**src/verilog/ctrlPkg.sv**
```systemverilog
package ctrlPkg;

    typedef enum logic [5:0] {
        ALUOP_ZERO  = 6'b000000,  // Decode function field
        ALUOP_ADDIU = 6'b000001,
        ALUOP_ADDI  = 6'b000010,
        ALUOP_LUI   = 6'b000100,
        ALUOP_BEQ   = 6'b000110,
        ALUOP_BNE   = 6'b000111,
        ALUOP_JUMP  = 6'b001011,  // J, JAL, JR, JALR
        ALUOP_ANDI  = 6'b001100,
        ALUOP_ORI   = 6'b001101,
        ALUOP_XORI  = 6'b001110,
        ALUOP_SLTI  = 6'b010000,
        ALUOP_SLTIU = 6'b010001,
        ALUOP_SRL   = 6'b010010,
        ALUOP_SRLV  = 6'b010100
    } aluOpT;

    typedef enum logic [2:0] {
        BR_NONE = 3'd0,
        BR_BEQ  = 3'd1,
        BR_BNE  = 3'd2
    } branchT;

    typedef enum logic [1:0] {W_WORD = 2'b00, W_HALF = 2'b01, W_BYTE = 2'b10} widthT;

    typedef enum logic [1:0] {DST_RT = 2'b00, DST_RD = 2'b01, DST_LINK = 2'b10} regDstT;

    typedef enum logic [1:0] {WB_MEM = 2'b00, WB_LINK = 2'b01, WB_ALU = 2'b10} wbSrcT;

    localparam int MEM_WORDS = 256;  // Data memory depth in words

endpackage

```
**src/verilog/isaPkg.sv**
```systemverilog
package isaPkg;

    // --------------------
    // Opcodes
    // --------------------
    localparam logic [5:0] OP_ZERO  = 6'b000000;  // R-type
    localparam logic [5:0] OP_J     = 6'b000010;
    localparam logic [5:0] OP_JAL   = 6'b000011;
    localparam logic [5:0] OP_BEQ   = 6'b000100;
    localparam logic [5:0] OP_BNE   = 6'b000101;
    localparam logic [5:0] OP_ADDI  = 6'b001000;
    localparam logic [5:0] OP_ADDIU = 6'b001001;
    localparam logic [5:0] OP_SLTI  = 6'b001010;
    localparam logic [5:0] OP_SLTIU = 6'b001011;
    localparam logic [5:0] OP_ANDI  = 6'b001100;
    localparam logic [5:0] OP_ORI   = 6'b001101;
    localparam logic [5:0] OP_XORI  = 6'b001110;
    localparam logic [5:0] OP_LUI   = 6'b001111;
    localparam logic [5:0] OP_LB    = 6'b100000;
    localparam logic [5:0] OP_LH    = 6'b100001;
    localparam logic [5:0] OP_LW    = 6'b100011;
    localparam logic [5:0] OP_LBU   = 6'b100100;
    localparam logic [5:0] OP_LHU   = 6'b100101;
    localparam logic [5:0] OP_LWU   = 6'b100111;  // Same as LW here
    localparam logic [5:0] OP_SB    = 6'b101000;
    localparam logic [5:0] OP_SH    = 6'b101001;
    localparam logic [5:0] OP_SW    = 6'b101011;

    // --------------------
    // Function field
    // --------------------
    localparam logic [5:0] FUNC_SLL  = 6'b000000;
    localparam logic [5:0] FUNC_SRL  = 6'b000010;
    localparam logic [5:0] FUNC_SRLV = 6'b000110;
    localparam logic [5:0] FUNC_JR   = 6'b001000;
    localparam logic [5:0] FUNC_JALR = 6'b001001;
    localparam logic [5:0] FUNC_ADDU = 6'b100001;
    localparam logic [5:0] FUNC_SUBU = 6'b100011;
    localparam logic [5:0] FUNC_AND  = 6'b100100;
    localparam logic [5:0] FUNC_OR   = 6'b100101;
    localparam logic [5:0] FUNC_XOR  = 6'b100110;
    localparam logic [5:0] FUNC_SLT  = 6'b101010;

    localparam logic [4:0] REG_LINK = 5'd31;  // JAL destination

endpackage
```
**src/verilog/ctrlIf.sv**
```systemverilog
`timescale 1ns/1ps

interface ctrlIf;
    ctrlPkg::aluOpT  aluOp;
    logic            aluSrcImm;
    ctrlPkg::branchT branch;
    logic            jump;
    logic            jumpReg;    // Target from rs
    ctrlPkg::regDstT regDst;
    logic            regWrite;
    logic            memRead;
    logic            memWrite;
    ctrlPkg::widthT  width;
    logic            loadSigned;
    ctrlPkg::wbSrcT  wbSrc;
    logic            exec;       // Execution strobe from the sequencer

    modport dec (output aluOp, aluSrcImm, branch, jump, jumpReg, regDst, regWrite,
                 memRead, memWrite, width, loadSigned, wbSrc);
    modport alu (input aluOp, aluSrcImm);
    modport mem (input memRead, memWrite, width, loadSigned, exec);
    modport seq (input branch, jump, jumpReg, regWrite, wbSrc, output exec);
endinterface

```
**src/verilog/Control.sv**
```systemverilog
`timescale 1ns/1ps

module Control (
    input  logic [31:0] instr,
    ctrlIf.dec          ctl
);
    logic [5:0] op;
    logic [5:0] func;

    assign op   = instr[31:26];
    assign func = instr[5:0];

    always_comb begin
        // NOP defaults
        ctl.aluOp      = ctrlPkg::ALUOP_ZERO;
        ctl.aluSrcImm  = 1'b0;
        ctl.branch     = ctrlPkg::BR_NONE;
        ctl.jump       = 1'b0;
        ctl.jumpReg    = 1'b0;
        ctl.regDst     = ctrlPkg::DST_RT;
        ctl.regWrite   = 1'b0;
        ctl.memRead    = 1'b0;
        ctl.memWrite   = 1'b0;
        ctl.width      = ctrlPkg::W_WORD;
        ctl.loadSigned = 1'b0;
        ctl.wbSrc      = ctrlPkg::WB_ALU;

        case (op)
            isaPkg::OP_J, isaPkg::OP_JAL: begin
                ctl.jump  = 1'b1;
                ctl.aluOp = ctrlPkg::ALUOP_JUMP;  // ALU builds the target
                if (op == isaPkg::OP_JAL) begin
                    ctl.regWrite = 1'b1;
                    ctl.regDst   = ctrlPkg::DST_LINK;
                    ctl.wbSrc    = ctrlPkg::WB_LINK;
                end
            end

            isaPkg::OP_BEQ, isaPkg::OP_BNE: begin
                ctl.branch = (op == isaPkg::OP_BEQ) ? ctrlPkg::BR_BEQ : ctrlPkg::BR_BNE;
                ctl.aluOp  = (op == isaPkg::OP_BEQ) ? ctrlPkg::ALUOP_BEQ : ctrlPkg::ALUOP_BNE;
            end

            isaPkg::OP_ZERO: begin
                case (func)
                    isaPkg::FUNC_JR, isaPkg::FUNC_JALR: begin
                        ctl.jump    = 1'b1;
                        ctl.jumpReg = 1'b1;
                        ctl.aluOp   = ctrlPkg::ALUOP_JUMP;
                        if (func == isaPkg::FUNC_JALR) begin
                            ctl.regWrite = 1'b1;
                            ctl.regDst   = ctrlPkg::DST_RD;
                            ctl.wbSrc    = ctrlPkg::WB_LINK;
                        end
                    end
                    isaPkg::FUNC_ADDU, isaPkg::FUNC_SUBU, isaPkg::FUNC_AND, isaPkg::FUNC_OR,
                    isaPkg::FUNC_XOR, isaPkg::FUNC_SLT, isaPkg::FUNC_SLL: begin
                        ctl.regWrite = 1'b1;
                        ctl.regDst   = ctrlPkg::DST_RD;
                    end
                    isaPkg::FUNC_SRL, isaPkg::FUNC_SRLV: begin
                        ctl.regWrite = 1'b1;
                        ctl.regDst   = ctrlPkg::DST_RD;
                        ctl.aluOp    = (func == isaPkg::FUNC_SRL) ? ctrlPkg::ALUOP_SRL
                                                                   : ctrlPkg::ALUOP_SRLV;
                    end
                    default: ;
                endcase
            end

            isaPkg::OP_ADDI, isaPkg::OP_ADDIU, isaPkg::OP_SLTI, isaPkg::OP_SLTIU,
            isaPkg::OP_ANDI, isaPkg::OP_ORI, isaPkg::OP_XORI, isaPkg::OP_LUI: begin
                ctl.aluSrcImm = 1'b1;
                ctl.regWrite  = 1'b1;
                case (op)
                    isaPkg::OP_ADDI:  ctl.aluOp = ctrlPkg::ALUOP_ADDI;  // No overflow trap
                    isaPkg::OP_ADDIU: ctl.aluOp = ctrlPkg::ALUOP_ADDIU;
                    isaPkg::OP_SLTI:  ctl.aluOp = ctrlPkg::ALUOP_SLTI;
                    isaPkg::OP_SLTIU: ctl.aluOp = ctrlPkg::ALUOP_SLTIU;
                    isaPkg::OP_ANDI:  ctl.aluOp = ctrlPkg::ALUOP_ANDI;
                    isaPkg::OP_ORI:   ctl.aluOp = ctrlPkg::ALUOP_ORI;
                    isaPkg::OP_XORI:  ctl.aluOp = ctrlPkg::ALUOP_XORI;
                    default:          ctl.aluOp = ctrlPkg::ALUOP_LUI;
                endcase
            end

            isaPkg::OP_LB, isaPkg::OP_LH, isaPkg::OP_LW,
            isaPkg::OP_LBU, isaPkg::OP_LHU, isaPkg::OP_LWU: begin
                ctl.aluSrcImm  = 1'b1;
                ctl.aluOp      = ctrlPkg::ALUOP_ADDI;  // Address sum
                ctl.memRead    = 1'b1;
                ctl.regWrite   = 1'b1;
                ctl.wbSrc      = ctrlPkg::WB_MEM;
                ctl.loadSigned = (op == isaPkg::OP_LB) || (op == isaPkg::OP_LH);
                ctl.width      = (op == isaPkg::OP_LB || op == isaPkg::OP_LBU) ? ctrlPkg::W_BYTE :
                                 (op == isaPkg::OP_LH || op == isaPkg::OP_LHU) ? ctrlPkg::W_HALF :
                                                                                 ctrlPkg::W_WORD;
            end

            isaPkg::OP_SB, isaPkg::OP_SH, isaPkg::OP_SW: begin
                ctl.aluSrcImm = 1'b1;
                ctl.aluOp     = ctrlPkg::ALUOP_ADDI;
                ctl.memWrite  = 1'b1;
                ctl.width     = (op == isaPkg::OP_SB) ? ctrlPkg::W_BYTE :
                                (op == isaPkg::OP_SH) ? ctrlPkg::W_HALF : ctrlPkg::W_WORD;
            end

            default: ;  // Unknown opcode stays inactive
        endcase
    end

    always_comb begin
        assert final (!(ctl.memRead && ctl.memWrite))
            else $error("Control: memRead and memWrite both set for %h", instr);
    end

endmodule

```
**src/flat_wrapper.sv**
```systemverilog
// flat-port wrapper written by rule: the top's interface ports become plain ports
module Control_flat 
  (instr, ctl_aluOp, ctl_aluSrcImm, ctl_branch, ctl_jump, ctl_jumpReg, ctl_regDst, ctl_regWrite, ctl_memRead, ctl_memWrite, ctl_width, ctl_loadSigned, ctl_wbSrc);
  ctrlIf ctl_i ();
  input  logic [31:0] instr;
  output wire logic [$bits(ctl_i.aluOp)-1:0] ctl_aluOp;
  output wire logic [$bits(ctl_i.aluSrcImm)-1:0] ctl_aluSrcImm;
  output wire logic [$bits(ctl_i.branch)-1:0] ctl_branch;
  output wire logic [$bits(ctl_i.jump)-1:0] ctl_jump;
  output wire logic [$bits(ctl_i.jumpReg)-1:0] ctl_jumpReg;
  output wire logic [$bits(ctl_i.regDst)-1:0] ctl_regDst;
  output wire logic [$bits(ctl_i.regWrite)-1:0] ctl_regWrite;
  output wire logic [$bits(ctl_i.memRead)-1:0] ctl_memRead;
  output wire logic [$bits(ctl_i.memWrite)-1:0] ctl_memWrite;
  output wire logic [$bits(ctl_i.width)-1:0] ctl_width;
  output wire logic [$bits(ctl_i.loadSigned)-1:0] ctl_loadSigned;
  output wire logic [$bits(ctl_i.wbSrc)-1:0] ctl_wbSrc;
  assign ctl_aluOp = ctl_i.aluOp;
  assign ctl_aluSrcImm = ctl_i.aluSrcImm;
  assign ctl_branch = ctl_i.branch;
  assign ctl_jump = ctl_i.jump;
  assign ctl_jumpReg = ctl_i.jumpReg;
  assign ctl_regDst = ctl_i.regDst;
  assign ctl_regWrite = ctl_i.regWrite;
  assign ctl_memRead = ctl_i.memRead;
  assign ctl_memWrite = ctl_i.memWrite;
  assign ctl_width = ctl_i.width;
  assign ctl_loadSigned = ctl_i.loadSigned;
  assign ctl_wbSrc = ctl_i.wbSrc;
  Control u_core (.instr(instr), .ctl(ctl_i));
endmodule
```
**config.mk**
```make
export PLATFORM = sky130hd
export DESIGN_NAME = Control_flat
export DESIGN_NICKNAME = d
export VERILOG_FILES = /design/src/verilog/ctrlPkg.sv /design/src/verilog/isaPkg.sv /design/src/verilog/ctrlIf.sv /design/src/verilog/Control.sv /design/src/flat_wrapper.sv
export SDC_FILE = /design/constraint.sdc
export NUM_CORES = 1
export LEC_CHECK = 0
export ABC_AREA = 1
export BUFFER_PORTS_ARGS = -buffer_cell sky130_fd_sc_hd__buf_2
export CORE_UTILIZATION = 41
export DETAILED_ROUTE_END_ITERATION = 16
export GPL_TIMING_DRIVEN = 1
export PLACE_DENSITY = 0.91
export SLEW_MARGIN = 20
export SYNTH_ARGS = -nofsm -noshare
export SYNTH_HDL_FRONTEND = slang
export SYNTH_SLANG_ARGS = --single-unit
```
**constraint.sdc**
```tcl
create_clock -name vclk -period 2.6
set_clock_uncertainty 0.15 [all_clocks]
set_input_delay 0.52 -clock vclk [all_inputs]
set_output_delay 0.52 -clock vclk [all_outputs]
set_load 0.03 [all_outputs]
```
==> results of run 1 <==
==> power groups by stage <==
stage               sequential, mW  combinational, mW  clock [mW]
finish                           0              0.100           0
global route                     0              0.109           0
CTS                              0              0.100           0
detailed placement               0             0.0998           0
global placement                 0             0.0979           0
floorplan                        0             0.0714           0
==> area by class of cell <==
type | instances | area share (%)
inverter | 25 | 13.6
multi-input combinational | 83 | 60.8
tap | 14 | 2.53
timing repair buffer | 32 | 23.1
==> layout by cell type, fill, tap and decap left out <==
cell type,count
buf_2,32
nand2_1,23
nor2_1,22
inv_1,21
nand3_1,12
o21ai_0,5
inv_2,4
nand2_2,3
nor2_4,2
nor4_1,2
nand3_2,2
nor2_2,2
conb_1,2
nand2_4,1
o21bai_4,1
nand3b_1,1
o22ai_1,1
nor3_1,1
o21bai_1,1
o211ai_1,1
o21ai_2,1
==> through the flow <==
step | power [mW] | util (%)
after floorplan | 0.0714 | -
after detailed placement | 0.0998 | 59.8
after CTS | 0.100 | 59.8
after global routing | 0.109 | 59.8
final | 0.100 | 59.8
after global placement | 0.0979 | 59.8
==> worst max-delay path, delay by kind of cell <==
| family | cells | cell delay [ns] |
|---|---|---|
| AO/OA/AOI/OAI | 1 | 0.14 |
| AND/OR/NAND/NOR | 4 | 0.40 |
| buffers and inverters | 4 | 0.47 |
==> path summary, 6_finish.rpt <==
check,end
setup / recovery,ctl_aluOp[0]
hold / removal,ctl_branch[0]
==> routing by layer <==
layer / routed length [um] / part of all wire, %
met1: 583 / 42
met2: 708 / 51
met3: 99 / 7.1
met4: 8 / 0.57
met5: 0 / 0
==> cell families (layout without fill, tap and decap cells) <==
logic type / count (synthesis) / in the layout
and+or+nand+nor: 71 / 71
buffers and inverters: 28 / 57
other: 1 / 2
AOI/OAI and AO/OA: 10 / 10
==> impl_metrics.ini, run 1 <==
[outcome]
outcome = completed

[cells_and_area]
instances_no_fill = 154
seq_cells = 0
insertedDiodeCount = 0
syn2layout_area_growth_pct = 28.9
seqCellArea_um2 = 0
final_cell_area_um2 = 692
nNetsFinal = 174
multi_input_area_um2 = 420
drive_gt1_share_pct = 34.3
n_fill_cell = 116
clock_buffers = 0

[logic_synthesis]
synth_top_family_by_area = simple AND/OR/NAND/NOR gates
ys_top_cells_by_count = 23 x nand2_1, 22 x nor2_1, 21 x inv_1, 12 x nand3_1, 5 x o21ai_0
yosys.area.top_type = nand2_1
yosysMostFrequentCell = nand2_1
synth_cells = 110
synth_area_leaders = nand2_1 16%, nor2_1 15%, inv_1 15%, nand3_1 11%, o21ai_0 4.7%
seq_area_frac_synth_pct = 0
muxShareOfSynthArea_pct = 0
synth_simple_gate_area_share_pct = 63.2
netlist_area_um2 = 537
synth_top_area_share_pct = 16.1
synth.distinct_cells = 22
synthXorXnorAreaFrac_pct = 0
syn_avg_cell_area_um2 = 4.88
synthAdderAreaFrac_pct = 0
synth_compound_area_share_pct = 13.8
ys_warn_count = 0

[drt]
num_vias = 762
viasPerCell = 4.95
routedWlPerCell_um = 9.08
drt-total-wl_um = 1400
drt_iter0_markers = 23
ant_nets = 0
dr.pass1.iters = 4
drc = 0

[placed_design]
io_buffers = 32
gp_congestion = 0.834
hpwl_um = 1220
placed_cell_area_um2 = 692
pre_cts_ws_ns = 0.394
dp.cells = 154

[global_routing]
grtUsageMet1_pct = 24.0
met3_usage_pct = 0
track_usage_pct = 19.3
antenna_found_initial = 0
gr-total-overflow = 0
gr-max-usage-layer = met2
grt_max_degree = 10
grt_pass1_vias = 560
use_met2_pct = 38.6
grt_pass1_wl_um = 2150

[worst_hold_path]
hp-class = input port to output pin
min-delay-start = instr[29]
whs_path_depth = 3

[power]
p_switching_uw = 71.1
p_leak_nw = 0.507
powerDensity_nw_per_um2 = 145
p_int_uw = 29.3
power_frac_clock_pct = 0
pwr-share-seq_pct = 0
vdd_drop_max_v = 0.0000820
switching_share_pct = 70.9
combinationalPowerShare_pct = 100.0

[timing]
finalCritPeriodShare_pct = 84.9
fin_ws_ns = 0.394
setup_violations = 0
hold_violations = 0
rsz0062_at_grt = no
slew_violations = 0
tns_ns = 0
fmax_mhz = 453
whs_ns = 1.24
finalCriticalPeriod_ns = 2.21

[worst_setup_path]
critPathMaxFanout = 4
crit_path_start_kind = input port
cp.required_ns = 1.93
worstSetupStartpoint = instr[31]
crit_type = input port to output pin
end_kind = output pin
crit_chain = buf_2 > inv_1 > nand2_2 > nor2_2 > inv_1 > o21ai_0 > nand2_1 > nand3_2 > buf_2
slowest_delay_ns = 0.19
cpMaxStageDelayCell = buf_2
critPathArrivalTime_ns = 1.54

[floorplanning]
core-area_um2 = 1160
io_pins = 54
die_h_um = 38.2
std_cell_rows = 12
die-width_um = 38.2
dieArea_um2 = 1460
initial_utilization_pct = 46.4

[flow_run]
maxCapViolations = 0

[clock_network]
cts_setup_buffers = 0
ctsHoldBuffers = 0
postCtsResizedCells = 0
(Power assumes the default switching activity.)
==> run 2: changes to the inputs <==
--- a/config.mk
+++ b/config.mk
@@ -7,10 +7,10 @@
 export LEC_CHECK = 0
 export ABC_AREA = 1
 export BUFFER_PORTS_ARGS = -buffer_cell sky130_fd_sc_hd__buf_2
-export CORE_UTILIZATION = 41
+export CORE_UTILIZATION = 38
 export DETAILED_ROUTE_END_ITERATION = 16
 export GPL_TIMING_DRIVEN = 1
-export PLACE_DENSITY = 0.91
+export PLACE_DENSITY = 0.85
 export SLEW_MARGIN = 20
 export SYNTH_ARGS = -nofsm -noshare
 export SYNTH_HDL_FRONTEND = slang
==> constraint.sdc (replaced) <==
create_clock -name vclk -period 2.3
set_clock_uncertainty 0.15 [all_clocks]
set_input_delay 0.46 -clock vclk [all_inputs]
set_output_delay 0.46 -clock vclk [all_outputs]
set_load 0.03 [all_outputs]
==> run 2 against run 1 <==
Worst hold slack worse by 0.12 ns. Count of clock-buffer cells in the layout stayed put. Die area is 7.5% higher. Non-clock buffer count stayed put. Critical endpoint unchanged. First-iteration DRC count is 74% lower. Flip-flop and latch count stayed put. Critical path type unchanged. Cell count is 0.65% higher. Core utilization is 6.6 points lower.
==> impl_metrics.ini, run 2 (synthesis gave the netlist of run 1 again) <==
[outcome]
outcome = completed

[power]
p_leak_nw = 0.507
vdd_drop_max_v = 0.0000759
powerDensity_nw_per_um2 = 163
finalPower_uw = 113

[timing]
finalCritPeriodShare_pct = 90.6
slew_violations = 0
rsz0062_at_grt = no
fmax_mhz = 480
finalCriticalPeriod_ns = 2.08
hold_violations = 0
setup_violations = 0
tns_ns = 0
fin_ws_ns = 0.215
whs_ns = 1.11

[cells_and_area]
nNetsFinal = 174
final_cell_mix = 32 x buf_2, 23 x nand2_1, 22 x nor2_1, 21 x inv_1, 12 x nand3_1
instances_no_fill = 155
seq_cells = 0
post-route-util_pct = 53.3
clock_buffers = 0
insertedDiodeCount = 0
final_common_cell = buf_2
seqCellArea_um2 = 0
syn2layout_area_growth_pct = 29.1
drive_gt1_share_pct = 34.3
final_cell_area_um2 = 693

[worst_setup_path]
crit_path_start_kind = input port
crit_type = input port to output pin
cp.required_ns = 1.69
critPathArrivalTime_ns = 1.47
slowest_delay_ns = 0.19
end_kind = output pin
crit_chain = buf_2 > inv_1 > nand2_2 > nor2_2 > inv_1 > o21ai_0 > nand2_1 > nand3_2 > buf_2
critPathMaxFanout = 4
cpMaxStageDelayCell = buf_2

[floorplanning]
std_cell_rows = 13
core-area_um2 = 1300
die-width_um = 39.6
dieArea_um2 = 1570
die_h_um = 39.6
io_pins = 54
initial_utilization_pct = 41.3

[global_routing]
antenna_found_initial = 0
track_usage_pct = 18.0
grt_pass1_wl_um = 2080
grt_max_degree = 10
grt_pass1_vias = 592
gr-total-overflow = 0

[clock_network]
ctsHoldBuffers = 0
cts_setup_buffers = 0
postCtsResizedCells = 0

[drt]
ant_nets = 0
drt_iter0_markers = 6
viasPerCell = 4.81
drt-total-wl_um = 1320
drc = 0
num_vias = 746
routedWlPerCell_um = 8.48
dr.pass1.iters = 4

[placed_design]
dp.cells = 155
placed_cell_area_um2 = 693
pre_cts_ws_ns = 0.216
io_buffers = 32
hpwl_um = 1200
gp_congestion = 0.842

[worst_hold_path]
hp-class = input port to output pin

[flow_run]
maxCapViolations = 0
run 2: cell counts in the layout (fill, tap and decap cells not counted):
Identical to the previous run, type by type.
run 2: report_power, final:
group	switching, mW	internal, mW
registers	0	0
logic	0.0796	0.0331
clock network	0	0
run 2: critical path, delay by kind of cell:
family          cells  cell delay, ns
compound gates      1            0.16
simple gates        4            0.38
buf+inv             4            0.47
run 2: routing by layer:
metal | track usage [%] | wire [um] | up-vias | part of all wire (%)
met5 | 0 | 0 | - | 0
met4 | 1.72 | 0 | 0 | 0
met3 | 1.14 | 76 | 0 | 5.8
met2 | 36.1 | 690 | 25 | 52
met1 | 20.7 | 548 | 326 | 42
li1 | - | - | 395 | -
run 2: final timing paths:
kind | from | to | slack (ns) | depth (start not counted)
max | instr[31] | ctl_aluOp[0] | 0.22 | 9
min | instr[29] | ctl_branch[0] | 1.11 | 3
run 2: layout make-up:
type	instances	area (um2)
fill	145	608
inverter	25	93.8
timing repair buffer	32	160
tap	15	18.8
multi-input combinational	83	420
==> run 3: changes to the inputs <==
--- a/config.mk
+++ b/config.mk
@@ -7,10 +7,10 @@
 export LEC_CHECK = 0
 export ABC_AREA = 1
 export BUFFER_PORTS_ARGS = -buffer_cell sky130_fd_sc_hd__buf_2
-export CORE_UTILIZATION = 38
+export CORE_UTILIZATION = 34
 export DETAILED_ROUTE_END_ITERATION = 16
 export GPL_TIMING_DRIVEN = 1
-export PLACE_DENSITY = 0.85
+export PLACE_DENSITY = 0.8
 export SLEW_MARGIN = 20
 export SYNTH_ARGS = -nofsm -noshare
 export SYNTH_HDL_FRONTEND = slang
==> constraint.sdc (replaced) <==
create_clock -name vclk -period 1.7
set_clock_uncertainty 0.15 [all_clocks]
set_input_delay 0.34 -clock vclk [all_inputs]
set_output_delay 0.34 -clock vclk [all_outputs]
set_load 0.03 [all_outputs]
==> run 3 against run 2 <==
The run now ends with setup timing left. Critical path depth stayed put. Largest power group unchanged. Routed wire length is 70% higher. First-iteration DRC count grew to 2.5 times the previous value. Cell count is 20% higher. Core utilization is 32 points higher. Die area is 11% higher. Largest cell class unchanged. Global-route usage is 5.6 points higher. Highest routed layer is now met4.
==> impl_metrics.ini, run 3 (synthesis gave the netlist of run 1 again) <==
[outcome]
outcome = finished with violations
violations = setup timing

[cells_and_area]
final_cell_area_um2 = 1180
insertedDiodeCount = 0
clock_buffers = 0
drive_gt1_share_pct = 63.2
final_cell_mix = 39 x buf_4, 19 x nand2_1, 18 x inv_1, 15 x buf_6
seq_cells = 0
seqCellArea_um2 = 0
nNetsFinal = 205
syn2layout_area_growth_pct = 121
final_common_cell = buf_4

[drt]
dr.pass1.iters = 4
viasPerCell = 4.95
num_vias = 920
ant_nets = 0
drt-total-wl_um = 2230
routedWlPerCell_um = 12.0
drc = 0
drt_iter0_markers = 15

[power]
vdd_drop_max_v = 0.000157
powerDensity_nw_per_um2 = 225
p_leak_nw = 0.701

[timing]
finalCriticalPeriod_ns = 1.74
whs_ns = 0.940
slew_violations = 0
finalCritPeriodShare_pct = 103
setup_violations = 5
rsz0062_at_grt = yes
hold_violations = 0
fin_ws_ns = -0.0429
fmax_mhz = 574

[placed_design]
io_buffers = 32
gp_congestion = 0.854
placed_cell_area_um2 = 935
hpwl_um = 1530
pre_cts_ws_ns = -0.159

[global_routing]
track_usage_pct = 23.6
antenna_found_initial = 0
grt_pass1_wl_um = 3420
grt_max_degree = 7
gr-total-overflow = 0
grt_pass1_vias = 866

[worst_hold_path]
hp-class = input port to output pin

[worst_setup_path]
cpMaxStageDelayCell = o21bai_4
crit_path_start_kind = input port
crit_type = input port to output pin
slowest_delay_ns = 0.15
end_kind = output pin
critPathMaxFanout = 4
crit_chain = buf_6 > nor2_4 > nand2_4 > inv_4 > nand2_4 > o21bai_4 > inv_2 > nand3_2 > buf_6
critPathArrivalTime_ns = 1.25
cp.required_ns = 1.21

[floorplanning]
die_h_um = 41.7
std_cell_rows = 13
io_pins = 54
initial_utilization_pct = 38.8
core-area_um2 = 1380
die-width_um = 41.7
dieArea_um2 = 1740

[flow_run]
maxCapViolations = 0
run 3: changes by cell type in the layout (fill, tap and decap cells not counted), moves of 3 or more:
cell | before | now
buf_2 | 32 | 8
buf_4 | 0 | 39
buf_6 | 0 | 15
inv_1 | 21 | 18
nand2_1 | 23 | 19
nand2_2 | 3 | 6
nand3_1 | 12 | 8
nand3_2 | 2 | 6
nor2_1 | 22 | 8
nor2_2 | 2 | 9
nor2_4 | 2 | 9
o21ai_0 | 5 | 2
o21ai_1 | 0 | 3
run 3: cell type report:
type	instances	area (um2)
multi-input cells	83	557
repair buffers	63	509
fillers	85	199
inverters	25	98.8
well taps	15	18.8
run 3: repair_timing:
action	in CTS	in global routing
setup buffers	2	1
hold buffers	0	0
gates resized for setup	40	37
endpoints found under the setup margin	19	19
pin swaps	7	17
run 3: worst paths after layout:
path,start,end,slack [ns],cells after the start
min,instr[29],ctl_branch[0],0.94,4
max,instr[29],ctl_aluOp[0],-0.04,9
run 3: worst max-delay path: cells and delay by family:
family	cells	cell delay (ns)
buf+inv	4	0.39
compound gates	1	0.15
simple gates	4	0.36
run 3: layer usage:
| metal | track usage, % | vias to the layer above | part of all wire [%] |
|---|---|---|---|
| met1 | 23.6 | 430 | 39 |
| met3 | 0.870 | 2 | 3.4 |
| met2 | 50.9 | 31 | 57 |
| met4 | 5.16 | 0 | 0.49 |
| li1 | - | 457 | - |
| met5 | 0 | - | 0 |
run 3: stage by stage:
stage | power, mW | TNS [ns] | cells | utilization, %
2_1_floorplan | 0.117 | -0.225 | 111 | -
3_3_place_gp | 0.197 | -1.05 | 183 | 67.6
3_5_place_dp | 0.203 | -1.69 | 183 | 67.6
4_1_cts | 0.236 | -0.211 | 185 | 77.4
5_1_grt | 0.283 | -0.803 | 186 | 85.6
6_report | 0.267 | -0.112 | 186 | 85.6
run 3: report_power, final:
| group | internal, mW | total [mW] | switching, mW |
|---|---|---|---|
| Clock | 0 | 0 | 0 |
| Sequential | 0 | 0 | 0 |
| Combinational | 0.119 | 0.267 | 0.148 |
